File: src/logic/fmc_apb_pkg.sv
package fmc_apb_pkg;

	////////////////////////////////////////////////////////////////////////////
	// Address and data widths

	// Ten high pins, sixteen muxed lines and the implicit zero LSB
	localparam int ADDR_BITS = 27;

	typedef logic [ADDR_BITS-1:0] addr_t;

	// One FMC bus beat
	typedef logic [15:0] half_t;

	////////////////////////////////////////////////////////////////////////////
	// Segments

	// Target APB segment, picked by comparing against the 64-bit base
	typedef enum logic {
		SEG_X32,
		SEG_X64
	} segment_t;

	// Halfwords per transfer on each segment
	localparam int X32_HALVES = 2;
	localparam int X64_HALVES = 4;

	// Map a halfword position in the burst to its 16-bit lane in the data word
	// 32-bit order is lanes 0,1
	// 64-bit order is lanes 2,3,0,1 (bits 47:32 go first)
	function automatic logic [1:0] half_lane(segment_t seg, logic [1:0] idx);
		logic [1:0] flip;
		flip = {seg == SEG_X64, 1'b0};
		return idx ^ flip;
	endfunction

endpackage

File: src/logic/apb_requester.sv
`timescale 1ns/10ps

module apb_requester #(
	parameter type word_t      = logic [31:0],
	parameter int  STUCK_LIMIT = 255
) (
	input  logic                          apb_x32,
	input  logic                          rst_n,

	// Request from the cycle decoder
	input  logic                          req_valid,
	input  fmc_apb_pkg::addr_t            req_addr,
	input  logic                          req_write,
	input  word_t                         req_wdata,
	input  logic [$bits(word_t)/8-1:0]    req_strb,
	output logic                          busy,
	output logic                          done,
	output word_t                         rdata,

	// APB requester port
	output fmc_apb_pkg::addr_t            paddr,
	output logic                          psel,
	output logic                          penable,
	output logic                          pwrite,
	output word_t                         pwdata,
	output logic [$bits(word_t)/8-1:0]    pstrb,
	input  word_t                         prdata,
	input  logic                          pready
);

	localparam int CNT_BITS = $clog2(STUCK_LIMIT + 1);

	logic [CNT_BITS-1:0] stuck_cnt;
	logic                start;
	logic                finish;
	logic                stuck_hit;

	// New request only lands while idle
	assign start = req_valid && !psel;

	// Access cycle has run too long without pready
	assign stuck_hit = penable && !pready && (stuck_cnt == CNT_BITS'(STUCK_LIMIT - 1));
	assign finish    = (penable && pready) || stuck_hit;

	// Busy spans setup and access, drops with done
	assign busy = psel;

	////////////////////////////////////////////////////////////////////////////
	// Phase control

	always_ff @(posedge apb_x32) begin
		if (!rst_n) begin
			psel      <= 1'b0;
			penable   <= 1'b0;
			done      <= 1'b0;
			stuck_cnt <= '0;
		end else begin
			done <= 1'b0;

			if (start) begin
				// Setup cycle
				psel <= 1'b1;
			end else if (psel && !penable) begin
				// Access cycle, restart the watchdog
				penable   <= 1'b1;
				stuck_cnt <= '0;
			end else if (finish) begin
				psel    <= 1'b0;
				penable <= 1'b0;
				done    <= 1'b1;
			end else if (penable) begin
				stuck_cnt <= stuck_cnt + 1'b1;
			end
		end
	end

	////////////////////////////////////////////////////////////////////////////
	// Address, write data and read data

	always_ff @(posedge apb_x32) begin
		if (start) begin
			paddr  <= req_addr;
			pwrite <= req_write;
			pwdata <= req_wdata;
			pstrb  <= req_strb;
		end

		// Aborted reads come back as zero
		if (penable && pready)
			rdata <= prdata;
		else if (stuck_hit)
			rdata <= '0;
	end

endmodule

File: src/logic/fmc_cycle_decode.sv
`timescale 1ns/10ps

module fmc_cycle_decode #(
	parameter fmc_apb_pkg::addr_t BASE_X64 = 27'h0800000
) (
	input  logic                  apb_x32,
	input  logic                  rst_n,

	// Host bus
	input  logic                  fmc_cs_n,
	input  logic                  fmc_nl_nadv,
	input  logic                  fmc_nwe,
	input  logic [1:0]            fmc_nbl,
	input  logic [9:0]            fmc_a_hi,
	input  fmc_apb_pkg::half_t    fmc_ad_in,
	output logic                  fmc_nwait,

	// Requester status
	input  logic                  busy_x32,
	input  logic                  busy_x64,

	// Request to the requesters
	output logic                  req_valid_x32,
	output logic                  req_valid_x64,
	output fmc_apb_pkg::addr_t    req_addr,
	output logic                  req_write,
	output logic [63:0]           req_wdata,
	output logic [7:0]            req_strb,

	// Read return handshake
	input  logic                  rd_ready,
	output logic                  rd_pending,
	output fmc_apb_pkg::segment_t rd_seg,
	output logic                  rd_advance
);

	localparam int IDX_BITS = $clog2(fmc_apb_pkg::X64_HALVES);

	typedef enum logic [2:0] {
		ST_ADDR,
		ST_WAIT,
		ST_WDATA,
		ST_RD_WAIT,
		ST_RD_DATA,
		ST_END
	} state_t;

	state_t              state;
	logic [IDX_BITS-1:0] half_cnt;
	logic [IDX_BITS-1:0] last_half;
	logic [1:0]          lane;
	fmc_apb_pkg::addr_t  addr_next;
	logic                busy_any;
	logic                addr_cycle;
	logic                take_half;

	////////////////////////////////////////////////////////////////////////////
	// Decode helpers

	// LSB is always zero on a 16-bit bus
	assign addr_next = {fmc_a_hi, fmc_ad_in, 1'b0};

	assign busy_any   = busy_x32 || busy_x64;
	assign addr_cycle = (state == ST_ADDR) && !fmc_cs_n && !fmc_nl_nadv;

	// Write beat accepted on this edge
	assign take_half = (state == ST_WDATA) && !fmc_cs_n && !busy_any;

	// rd_seg holds the segment of the current cycle, reads and writes alike
	assign last_half = (rd_seg == fmc_apb_pkg::SEG_X64) ?
		IDX_BITS'(fmc_apb_pkg::X64_HALVES - 1) :
		IDX_BITS'(fmc_apb_pkg::X32_HALVES - 1);

	assign lane = fmc_apb_pkg::half_lane(rd_seg, half_cnt);

	assign rd_pending = (state == ST_RD_WAIT) || (state == ST_RD_DATA);
	assign rd_advance = (state == ST_RD_DATA);

	////////////////////////////////////////////////////////////////////////////
	// Wait line back to the host

	always_comb begin
		fmc_nwait = 1'b1;
		if (!fmc_cs_n) begin
			case (state)
				// Hold off the first write beat while the last transfer drains
				ST_ADDR, ST_WDATA: fmc_nwait = !busy_any;
				ST_WAIT, ST_RD_WAIT: fmc_nwait = 1'b0;
				default: fmc_nwait = 1'b1;
			endcase
		end
	end

	////////////////////////////////////////////////////////////////////////////
	// Cycle FSM

	always_ff @(posedge apb_x32) begin
		if (!rst_n) begin
			state         <= ST_ADDR;
			half_cnt      <= '0;
			req_valid_x32 <= 1'b0;
			req_valid_x64 <= 1'b0;
		end else begin
			// Request strobes last one cycle
			req_valid_x32 <= 1'b0;
			req_valid_x64 <= 1'b0;

			if (fmc_cs_n) begin
				// Deselect always returns to idle
				state    <= ST_ADDR;
				half_cnt <= '0;
			end else begin
				case (state)
					ST_ADDR: begin
						if (!fmc_nl_nadv) begin
							half_cnt <= '0;
							state    <= fmc_nwe ? ST_WAIT : ST_WDATA;
						end
					end

					// Read dispatch once both segments are idle
					ST_WAIT: begin
						if (!busy_any) begin
							if (rd_seg == fmc_apb_pkg::SEG_X64)
								req_valid_x64 <= 1'b1;
							else
								req_valid_x32 <= 1'b1;
							state <= ST_RD_WAIT;
						end
					end

					ST_WDATA: begin
						if (take_half) begin
							half_cnt <= half_cnt + 1'b1;
							// Last beat, fire the write
							if (half_cnt == last_half) begin
								if (rd_seg == fmc_apb_pkg::SEG_X64)
									req_valid_x64 <= 1'b1;
								else
									req_valid_x32 <= 1'b1;
								state <= ST_END;
							end
						end
					end

					ST_RD_WAIT: begin
						if (rd_ready)
							state <= ST_RD_DATA;
					end

					// One halfword per cycle, no gaps
					ST_RD_DATA: begin
						half_cnt <= half_cnt + 1'b1;
						if (half_cnt == last_half)
							state <= ST_END;
					end

					// Ignore the bus until CS# rises
					default: begin
					end
				endcase
			end
		end
	end

	////////////////////////////////////////////////////////////////////////////
	// Address latch and write assembly

	always_ff @(posedge apb_x32) begin
		if (addr_cycle) begin
			req_addr  <= addr_next;
			req_write <= !fmc_nwe;
			rd_seg    <= (addr_next >= BASE_X64) ?
				fmc_apb_pkg::SEG_X64 : fmc_apb_pkg::SEG_X32;
		end

		// Byte lane enables are active low on the pins
		if (take_half) begin
			req_wdata[16*lane +: 16] <= fmc_ad_in;
			req_strb[2*lane +: 2]    <= ~fmc_nbl;
		end
	end

endmodule

File: src/logic/fmc_read_return.sv
`timescale 1ns/10ps

module fmc_read_return (
	input  logic                  apb_x32,
	input  logic                  rst_n,

	// Completions from both requesters
	input  logic                  done_x32,
	input  logic [31:0]           rdata_x32,
	input  logic                  done_x64,
	input  logic [63:0]           rdata_x64,

	// Handshake with the cycle decoder
	input  logic                  rd_pending,
	input  fmc_apb_pkg::segment_t rd_seg,
	input  logic                  rd_advance,
	output logic                  rd_ready,

	// Read beat to the host
	output fmc_apb_pkg::half_t    fmc_ad_out
);

	localparam int IDX_BITS = $clog2(fmc_apb_pkg::X64_HALVES);

	logic [63:0]         rd_data_q;
	logic [IDX_BITS-1:0] half_idx;
	logic [IDX_BITS-1:0] last_half;
	logic [1:0]          lane;
	logic                seg_done;
	logic                capture;

	// Only the segment the read went to counts
	assign seg_done = (rd_seg == fmc_apb_pkg::SEG_X64) ? done_x64 : done_x32;
	assign capture  = rd_pending && !rd_ready && seg_done;

	assign last_half = (rd_seg == fmc_apb_pkg::SEG_X64) ?
		IDX_BITS'(fmc_apb_pkg::X64_HALVES - 1) :
		IDX_BITS'(fmc_apb_pkg::X32_HALVES - 1);

	////////////////////////////////////////////////////////////////////////////
	// Ready flag and beat index

	always_ff @(posedge apb_x32) begin
		if (!rst_n || !rd_pending) begin
			rd_ready <= 1'b0;
			half_idx <= '0;
		end else begin
			if (capture)
				rd_ready <= 1'b1;
			// Park on the last beat
			if (rd_advance && half_idx != last_half)
				half_idx <= half_idx + 1'b1;
		end
	end

	// Zero-extend 32-bit data, lanes 2 and 3 are never selected for it
	always_ff @(posedge apb_x32) begin
		if (capture)
			rd_data_q <= (rd_seg == fmc_apb_pkg::SEG_X64) ? rdata_x64 : {32'h0, rdata_x32};
	end

	////////////////////////////////////////////////////////////////////////////
	// Beat mux, same lane order as writes

	assign lane       = fmc_apb_pkg::half_lane(rd_seg, half_idx);
	assign fmc_ad_out = rd_data_q[16*lane +: 16];

endmodule

File: src/logic/fmc_apb_bridge.sv
`timescale 1ns/10ps

module fmc_apb_bridge #(
	parameter fmc_apb_pkg::addr_t BASE_X64    = 27'h0800000,
	parameter int                 STUCK_LIMIT = 255
) (
	input  logic               apb_x32,
	input  logic               rst_n,

	// FMC host pins, pad buffer split into in/out/oe
	input  logic               fmc_cs_n,
	input  logic               fmc_nl_nadv,
	input  logic               fmc_nwe,
	input  logic [1:0]         fmc_nbl,
	input  logic [9:0]         fmc_a_hi,
	input  fmc_apb_pkg::half_t fmc_ad_in,
	output fmc_apb_pkg::half_t fmc_ad_out,
	output logic               fmc_ad_oe,
	output logic               fmc_nwait,

	// 32-bit APB segment
	output fmc_apb_pkg::addr_t x32_paddr,
	output logic               x32_psel,
	output logic               x32_penable,
	output logic               x32_pwrite,
	output logic [31:0]        x32_pwdata,
	output logic [3:0]         x32_pstrb,
	input  logic [31:0]        x32_prdata,
	input  logic               x32_pready,

	// 64-bit APB segment
	output fmc_apb_pkg::addr_t x64_paddr,
	output logic               x64_psel,
	output logic               x64_penable,
	output logic               x64_pwrite,
	output logic [63:0]        x64_pwdata,
	output logic [7:0]         x64_pstrb,
	input  logic [63:0]        x64_prdata,
	input  logic               x64_pready
);

	logic                  req_valid_x32;
	logic                  req_valid_x64;
	fmc_apb_pkg::addr_t    req_addr;
	logic                  req_write;
	logic [63:0]           req_wdata;
	logic [7:0]            req_strb;
	logic                  busy_x32;
	logic                  busy_x64;
	logic                  done_x32;
	logic                  done_x64;
	logic [31:0]           rdata_x32;
	logic [63:0]           rdata_x64;
	logic                  rd_pending;
	logic                  rd_ready;
	logic                  rd_advance;
	fmc_apb_pkg::segment_t rd_seg;

	// Drive the AD lines whenever the host reads from this bank
	assign fmc_ad_oe = !fmc_cs_n && fmc_nwe;

	////////////////////////////////////////////////////////////////////////////
	// FMC side

	fmc_cycle_decode #(
		.BASE_X64(BASE_X64)
	) u_decode (
		.apb_x32(apb_x32),
		.rst_n(rst_n),
		.fmc_cs_n(fmc_cs_n),
		.fmc_nl_nadv(fmc_nl_nadv),
		.fmc_nwe(fmc_nwe),
		.fmc_nbl(fmc_nbl),
		.fmc_a_hi(fmc_a_hi),
		.fmc_ad_in(fmc_ad_in),
		.fmc_nwait(fmc_nwait),
		.busy_x32(busy_x32),
		.busy_x64(busy_x64),
		.req_valid_x32(req_valid_x32),
		.req_valid_x64(req_valid_x64),
		.req_addr(req_addr),
		.req_write(req_write),
		.req_wdata(req_wdata),
		.req_strb(req_strb),
		.rd_ready(rd_ready),
		.rd_pending(rd_pending),
		.rd_seg(rd_seg),
		.rd_advance(rd_advance)
	);

	fmc_read_return u_return (
		.apb_x32(apb_x32),
		.rst_n(rst_n),
		.done_x32(done_x32),
		.rdata_x32(rdata_x32),
		.done_x64(done_x64),
		.rdata_x64(rdata_x64),
		.rd_pending(rd_pending),
		.rd_seg(rd_seg),
		.rd_advance(rd_advance),
		.rd_ready(rd_ready),
		.fmc_ad_out(fmc_ad_out)
	);

	////////////////////////////////////////////////////////////////////////////
	// APB segments

	// 32-bit segment takes the low half of the assembled word
	apb_requester #(
		.word_t(logic [31:0]),
		.STUCK_LIMIT(STUCK_LIMIT)
	) u_req_x32 (
		.apb_x32(apb_x32),
		.rst_n(rst_n),
		.req_valid(req_valid_x32),
		.req_addr(req_addr),
		.req_write(req_write),
		.req_wdata(req_wdata[31:0]),
		.req_strb(req_strb[3:0]),
		.busy(busy_x32),
		.done(done_x32),
		.rdata(rdata_x32),
		.paddr(x32_paddr),
		.psel(x32_psel),
		.penable(x32_penable),
		.pwrite(x32_pwrite),
		.pwdata(x32_pwdata),
		.pstrb(x32_pstrb),
		.prdata(x32_prdata),
		.pready(x32_pready)
	);

	apb_requester #(
		.word_t(logic [63:0]),
		.STUCK_LIMIT(STUCK_LIMIT)
	) u_req_x64 (
		.apb_x32(apb_x32),
		.rst_n(rst_n),
		.req_valid(req_valid_x64),
		.req_addr(req_addr),
		.req_write(req_write),
		.req_wdata(req_wdata),
		.req_strb(req_strb),
		.busy(busy_x64),
		.done(done_x64),
		.rdata(rdata_x64),
		.paddr(x64_paddr),
		.psel(x64_psel),
		.penable(x64_penable),
		.pwrite(x64_pwrite),
		.pwdata(x64_pwdata),
		.pstrb(x64_pstrb),
		.prdata(x64_prdata),
		.pready(x64_pready)
	);

endmodule

File: config.mk
export PLATFORM = sky130hd
export DESIGN_NAME = fmc_apb_bridge
export DESIGN_NICKNAME = d
export VERILOG_FILES = /design/src/logic/fmc_apb_pkg.sv /design/src/logic/apb_requester.sv /design/src/logic/fmc_cycle_decode.sv /design/src/logic/fmc_read_return.sv /design/src/logic/fmc_apb_bridge.sv
export SDC_FILE = /design/constraint.sdc
export NUM_CORES = 1
export LEC_CHECK = 0
export ABC_AREA = 1
export BUFFER_PORTS_ARGS = -buffer_cell sky130_fd_sc_hd__buf_2
export CAP_MARGIN = 10
export CORE_ASPECT_RATIO = 0.8
export CORE_MARGIN = 4
export CORE_UTILIZATION = 55
export CTS_CLUSTER_DIAMETER = 40
export DETAILED_ROUTE_END_ITERATION = 8
export GPL_TIMING_DRIVEN = 0
export MAX_ROUTING_LAYER = met4
export PLACE_DENSITY = 0.79
export SYNTH_ARGS = -nofsm -noshare
export SYNTH_HDL_FRONTEND = slang
export SYNTH_SLANG_ARGS = --single-unit
File: constraint.sdc
create_clock -name apb_x32 -period 4.9 [get_ports apb_x32]
set_input_delay 0.735 -clock apb_x32 [delete_from_list [all_inputs] [get_ports apb_x32]]
set_output_delay 0.735 -clock apb_x32 [all_outputs]
set_load 0.02 [all_outputs]
==> results of run 1 <==
==> flip-flops by register name, summed over array words and instances (netlist names), 4 cells and up <==
register and count:
u_req_x32.pwdata 32, u_req_x32.pstrb 4, u_req_x64.stuck_cnt 8, u_decode.req_wdata 64, u_decode.req_addr 26, u_return.rd_data_q 64
u_req_x32.rdata 32, u_req_x64.paddr 26, u_req_x32.stuck_cnt 8, u_req_x64.pwdata 64, u_decode.req_strb 8, u_req_x64.pstrb 8
u_req_x32.paddr 26, u_req_x64.rdata 64
==> kinds of logic (layout without fill, tap and decap cells) <==
logic type	Yosys count	in the layout	share of synthesized area (%)
AOI/OAI and AO/OA	71	71	2.46
xor gates and xnor gates	3	3	0.154
adders and majority gates	8	8	0.588
buffers and inverters	244	653	5.56
DFF	454	454	78.1
muxes	17	17	0.999
other	1	2	0.0220
and+or+nand+nor	497	497	12.1
==> worst max-delay path, stage by stage (launching register included) <==
cell	delay (ns)
dfxtp_1	0.30
buf_2	0.21
buf_2	0.35
mux2i_1	0.41
o21ai_0	0.25
buf_2	0.22
==> worst min path at each step <==
stage	start	to	slack, ns	depth (start not counted)
after global routing	fmc_a_hi[0]	u_decode.req_addr[17]	0.32	1
after CTS	fmc_a_hi[0]	u_decode.req_addr[17]	0.32	1
after detailed placement	u_decode.req_wdata[51]	u_req_x64.pwdata[51]	0.40	0
after global placement	u_decode.req_wdata[37]	u_req_x64.pwdata[37]	0.40	0
final	fmc_a_hi[0]	u_decode.req_addr[17]	0.34	1
after floorplan	u_decode.req_strb[4]	u_req_x64.pstrb[4]	0.40	0
==> routing by layer <==
layer  track usage, %  part of all wire (%)  vias to the layer above
li1                 -                     -                     5063
met1             30.2                    40                     5135
met2             38.2                    50                      536
met3             3.92                   7.9                       74
met4             7.09                   2.5                        0
met5                -                     0                        -
==> cell type report <==
class	instances	area share, %
Timing Repair Buffer	323	8.36
Inverter	198	3.58
Clock inverter	33	1.45
Multi-Input combinational cell	598	13.5
Sequential cell	454	63.9
Buffer	46	0.979
Tap cell	413	2.48
Clock buffer	53	5.75
==> power breakdown <==
group          total, mW  internal [mW]  switching (mW)
clock network       3.43           1.95            1.48
registers           4.36           4.32          0.0406
logic              0.476          0.150           0.326
total               8.27           6.42            1.85
==> cells in the final DEF (no fill, tap or decap), types with 23 or more instances in the layout <==
cell,count
o21ai_0,29
inv_1,193
nor2_1,185
clkbuf_1,23
nor3_1,38
dfxtp_1,32
clkbuf_16,47
edfxtp_1,422
buf_2,325
nand2_1,210
==> per-stage QoR <==
stage	hold slack [ns]	worst slack (ns)	setup TNS (ns)
6_report	0.343	1.87	0
5_1_grt	0.319	1.76	0
4_1_cts	0.316	1.88	0
3_5_place_dp	0.405	2.12	0
3_3_place_gp	0.401	-0.991	-52.62
2_1_floorplan	0.400	0.917	0
==> impl_metrics.py, run 1 <==
metrics = {
    "clocking": {
        "clk_path_buf_depth": 3,
        "cts_made_buffers": 46,
        "clkTransAtPathRegs_ns": 0.06,
        "clk_latency_ns": 0.57,
        "ctsResizeCount": 0,
        "numClockSinks": 454,
        "htreeDepth": 2,
        "cts_tree": "done",
        "clockRootBuffer": "clkbuf_16",
        "postCtsSetupRepairBufs": 0,
        "postCtsHoldBufs": 0,
    },
    "synthesis": {
        "yosys.area.top_type": "edfxtp_1",
        "synth_common_cells": "422 x edfxtp_1, 211 x nand2_1, 194 x inv_1, 190 x nor2_1, 39 x nor3_1",
        "yosys.cell_count.top_type": "edfxtp_1",
        "synth-edff-count": 422,
        "yosysSeqAreaShare_pct": 78.1,
        "ys_seq_elements": 454,
        "avgSynthCellArea_sq_um": 13.2,
        "netlist.area_leader.share_pct": 74.4,
        "ys.flop_type": "edfxtp_1",
        "syn_inst": 1295,
        "netlist_area_sq_mm": 0.0170,
        "ys_types": 36,
        "synth_area_leaders": "edfxtp_1 74%, nand2_1 4.6%, inv_1 4.3%",
        "async_reset_ff_share_pct": 0,
        "ys_warn_count": 0,
    },
    "min_path": {
        "hold_class": "input port to register",
    },
    "floorplanning": {
        "start_util_pct": 55.9,
        "core_area_sq_mm": 0.0305,
        "die_x_um": 205,
        "die_h_um": 165,
        "io_pins": 317,
        "rows": 57,
        "die-area_sq_mm": 0.0339,
    },
    "detailed_routing": {
        "vias": 10808,
        "dr.pass1.iters": 5,
        "drt_iter0_drc": 941,
        "finalWirelength_um": 38900,
        "routed_via_density": 5.10,
        "wl_per_cell_um": 18.4,
        "ant_nets": 0,
        "post-route-drc-count": 0,
    },
    "place": {
        "numPortBuffers": 313,
        "gp_congestion": 0.854,
        "dpl.hpwl_um": 27400,
        "place_area_sq_mm": 0.0193,
        "placed_cells": 2032,
    },
    "setup_path": {
        "r2r_cells": 9,
        "crit_path_max_fanout": 10,
        "r2r_setup_slack_ns": 2.06,
        "cp-end-kind": "output pin",
        "startpoint_type": "register",
        "critPathKind": "register to output pin",
        "crit_required_ns": 4.16,
        "worstPathArrival_ns": 2.30,
        "r2r_start": "u_decode.rd_seg",
        "r2r_end": "u_decode.req_strb[3]",
        "critPathCapture": "fmc_ad_out[13]",
        "critical_path.startpoint": "u_return.half_idx[0]",
    },
    "finish": {
        "multi_input_area_sq_mm": 0.00282,
        "final_util_pct": 68.4,
        "num-fill-cells": 2055,
        "finalNonFillerCells": 2118,
        "seqCellArea_sq_mm": 0.0133,
        "diodes": 0,
        "area_growth_pct": 22.3,
        "num-nets-final": 1806,
        "fin_area_sq_mm": 0.0208,
        "layout-drive-gt1-share_pct": 26.6,
    },
    "grt": {
        "first_global_vias": 10286,
        "grt_max_degree": 66,
        "grt_usage_pct": 23.2,
        "grt_pass1_wl_um": 57700,
        "antenna_found_initial": 0,
        "overflow": 0,
    },
    "sta": {
        "clock_skew_ns": 0.0279,
        "max_freq_mhz": 330,
        "tightest_slew_ns": 1.10,
        "slew_viol_final": 0,
        "hold_viol_final": 0,
        "finalSetupViolCount": 0,
        "fin_crit_ns": 3.03,
        "rsz0062_at_grt": "no",
        "relSlewSlack_pct": 26.3,
        "post-route-period-util_pct": 61.9,
    },
    "pwr": {
        "finalPower_mw": 8.27,
        "ir_worst_vdd_uv": 331,
        "p_leak_nw": 8.35,
        "power.density_mw_per_mm2": 397,
    },
    "run": {
        "maxCapViolations": 0,
    },
    "run_status": {
        "outcome": "completed",
    },
}
Power figures use the tool's default switching activity.
==> inputs of run 2 (changes only) <==
--- a/config.mk
+++ b/config.mk
@@ -10,12 +10,12 @@
 export CAP_MARGIN = 10
 export CORE_ASPECT_RATIO = 0.8
 export CORE_MARGIN = 4
-export CORE_UTILIZATION = 55
+export CORE_UTILIZATION = 50
 export CTS_CLUSTER_DIAMETER = 40
 export DETAILED_ROUTE_END_ITERATION = 8
 export GPL_TIMING_DRIVEN = 0
 export MAX_ROUTING_LAYER = met4
-export PLACE_DENSITY = 0.79
+export PLACE_DENSITY = 0.76
 export SYNTH_ARGS = -nofsm -noshare
 export SYNTH_HDL_FRONTEND = slang
 export SYNTH_SLANG_ARGS = --single-unit
==> constraint.sdc (replaced) <==
create_clock -name apb_x32 -period 2.5 [get_ports apb_x32]
set_input_delay 0.375 -clock apb_x32 [delete_from_list [all_inputs] [get_ports apb_x32]]
set_output_delay 0.375 -clock apb_x32 [all_outputs]
set_load 0.02 [all_outputs]
==> run 2 against run 1 <==
  * Critical path depth rose by 2
  * Flip-flop and latch count did not move
  * Die area rose by 9.6%
  * Total power rose by 99%
  * Sequential power rose by 96%
  * Critical path type unchanged
  * Design area rose by 1.4%
  * Largest power group unchanged
  * Critical endpoint is now fmc_ad_out[6]
  * Global-route usage fell by 1.8 points
  * Register-to-register slack got worse by 1.9 ns
  * Setup slack got worse by 1.8 ns
  * Utilization fell by 5.6 points
  * Clock power rose by 100%
  * Clock-buffer cell count rose by 9
==> impl_metrics.py, run 2 (synthesized netlist as in run 1, its figures left out) <==
metrics = {
    "sta": {
        "setup_tns_ns": 0,
        "max_freq_mhz": 408,
        "rsz0062_at_grt": "yes",
        "relSlewSlack_pct": 36.4,
        "fin_crit_ns": 2.45,
        "clock_skew_ns": 0.0178,
        "finalWorstSetupSlack_ns": 0.0478,
        "worst_hold_slack_ns": 0.0234,
        "hold_viol_final": 0,
        "post-route-period-util_pct": 98.1,
        "finalSetupViolCount": 0,
        "tightest_slew_ns": 0.953,
        "slew_viol_final": 0,
    },
    "floorplanning": {
        "die-area_sq_mm": 0.0371,
        "io_pins": 317,
        "start_util_pct": 50.7,
        "die_x_um": 214,
        "die_h_um": 173,
        "rows": 60,
        "core_area_sq_mm": 0.0336,
    },
    "finish": {
        "num-nets-final": 1813,
        "fin_area_sq_mm": 0.0211,
        "num-fill-cells": 2466,
        "mostFrequentLayoutCells": "422 x edfxtp_1, 314 x buf_2, 209 x nand2_1",
        "seqCellArea_sq_mm": 0.0133,
        "area_growth_pct": 24.0,
        "final_common_cell": "edfxtp_1",
        "layout-drive-gt1-share_pct": 27.7,
        "multi_input_area_sq_mm": 0.00289,
        "final_util_pct": 62.8,
    },
    "setup_path": {
        "slowest_stage": "edfxtp_1",
        "crit_path_max_fanout": 10,
        "cpPeakStageDelay_ns": 0.37,
        "crit_required_ns": 2.12,
        "cpMostUsedCell": "buf_4",
        "critPathKind": "register to output pin",
        "worstPathArrival_ns": 2.08,
        "startpoint_type": "register",
        "crit_chain": "clkbuf_4 > xor2_2 > inv_2 > buf_4 > o211ai_1 > o21ai_1 > buf_4",
        "cp-end-kind": "output pin",
        "critPathTopFamily": "buffers and inverters",
        "cp_num_buf_inv": 4,
    },
    "place": {
        "place_area_sq_mm": 0.0194,
        "post-place-ws_ns": -0.370,
        "numPortBuffers": 313,
        "gp_congestion": 0.824,
        "dpl.hpwl_um": 28200,
    },
    "detailed_routing": {
        "dr.pass1.iters": 5,
        "post-route-drc-count": 0,
        "routed_via_density": 4.98,
        "finalWirelength_um": 39500,
        "wl_per_cell_um": 18.4,
        "drt_iter0_drc": 917,
        "ant_nets": 0,
        "vias": 10706,
    },
    "run_status": {
        "outcome": "completed",
    },
    "clocking": {
        "clk_path_buf_depth": 3,
        "clkTransAtPathRegs_ns": 0.06,
        "clk_latency_ns": 0.55,
        "cts_made_buffers": 48,
        "numClockSinks": 454,
        "clockRootBuffer": "clkbuf_16",
        "htreeDepth": 2,
        "cts_tree": "done",
    },
    "pwr": {
        "ir_worst_vdd_uv": 536,
        "power.density_mw_per_mm2": 780,
        "p_leak_nw": 8.45,
    },
    "grt": {
        "grt_pass1_wl_um": 59900,
        "antenna_found_initial": 1,
        "overflow": 0,
        "grt_usage_pct": 21.4,
        "grt_max_degree": 66,
        "first_global_vias": 10523,
    },
    "min_path": {
        "hold_class": "input port to register",
    },
    "run": {
        "maxCapViolations": 0,
    },
}
-- run 2: cell types whose count changed in the layout (fill, tap and decap cells not counted), sizes merged --
cell         change
dlygate4sd3      +9
clkbuf           +7
clkinv           -5
buf              -2
inv              -2
clkinvlp         +1
diode            +1
-- run 2: final cells by class --
class / count / area share (%)
antenna: 1 / 0.0118
clock inverter: 27 / 1.27
tap: 434 / 2.57
multi-input combinational: 598 / 13.7
clock buffer: 62 / 6.18
sequential: 454 / 63.0
buffer: 43 / 1.04
inverter: 198 / 3.53
timing repair buffer: 331 / 8.69
-- run 2: repair_timing --
item                       CTS  global route
setup endpoints to repair   85            42
buffers inserted             0             0
resized for setup           21            27
hold endpoints to repair     9             0
hold buffers                 9             0
-- run 2: final timing paths --
check	start	endpoint	slack, ns	cells after the start
setup / recovery	u_decode.rd_seg	fmc_ad_out[6]	0.05	7
hold / removal	fmc_a_hi[6]	u_decode.req_addr[23]	0.02	1
setup reg to reg	u_decode.rd_seg	u_decode.req_wdata[45]	0.12	9
hold reg to reg	u_decode.req_strb[4]	u_req_x64.pstrb[4]	0.41	0
-- run 2: power breakdown --
| part | switching, mW | total, mW | internal [mW] |
|---|---|---|---|
| Sequential | 0.0828 | 8.56 | 8.47 |
| Combinational | 0.648 | 0.962 | 0.314 |
| Clock | 2.92 | 6.97 | 4.05 |
| Total | 3.65 | 16.5 | 12.8 |
-- run 2: through the flow --
stage | power [mW] | std cells
detailed placement | 9.65 | 2052
finish | 16.5 | 2148
floorplan | 9.24 | 1296
global route | 17.1 | 2148
CTS | 16.6 | 2147
global placement | 9.60 | 2043
-- run 2: metal layers --
metal	up-vias	part of all wire (%)	GRT usage, %
met2	526	49	35.0
li1	5078	-	-
met4	0	2.7	6.29
met5	-	0	-
met1	5028	40	27.6
met3	74	8.7	4.36
-- run 2: worst register-to-register path, cell delays in order, from the launching register on --
cell and delay (ns):
edfxtp_1 0.37, clkbuf_4 0.21, buf_4 0.22, xnor2_4 0.17, inv_1 0.08, ha_1 0.30, or2_2 0.29, buf_2 0.20
buf_4 0.22, nor3_1 0.16
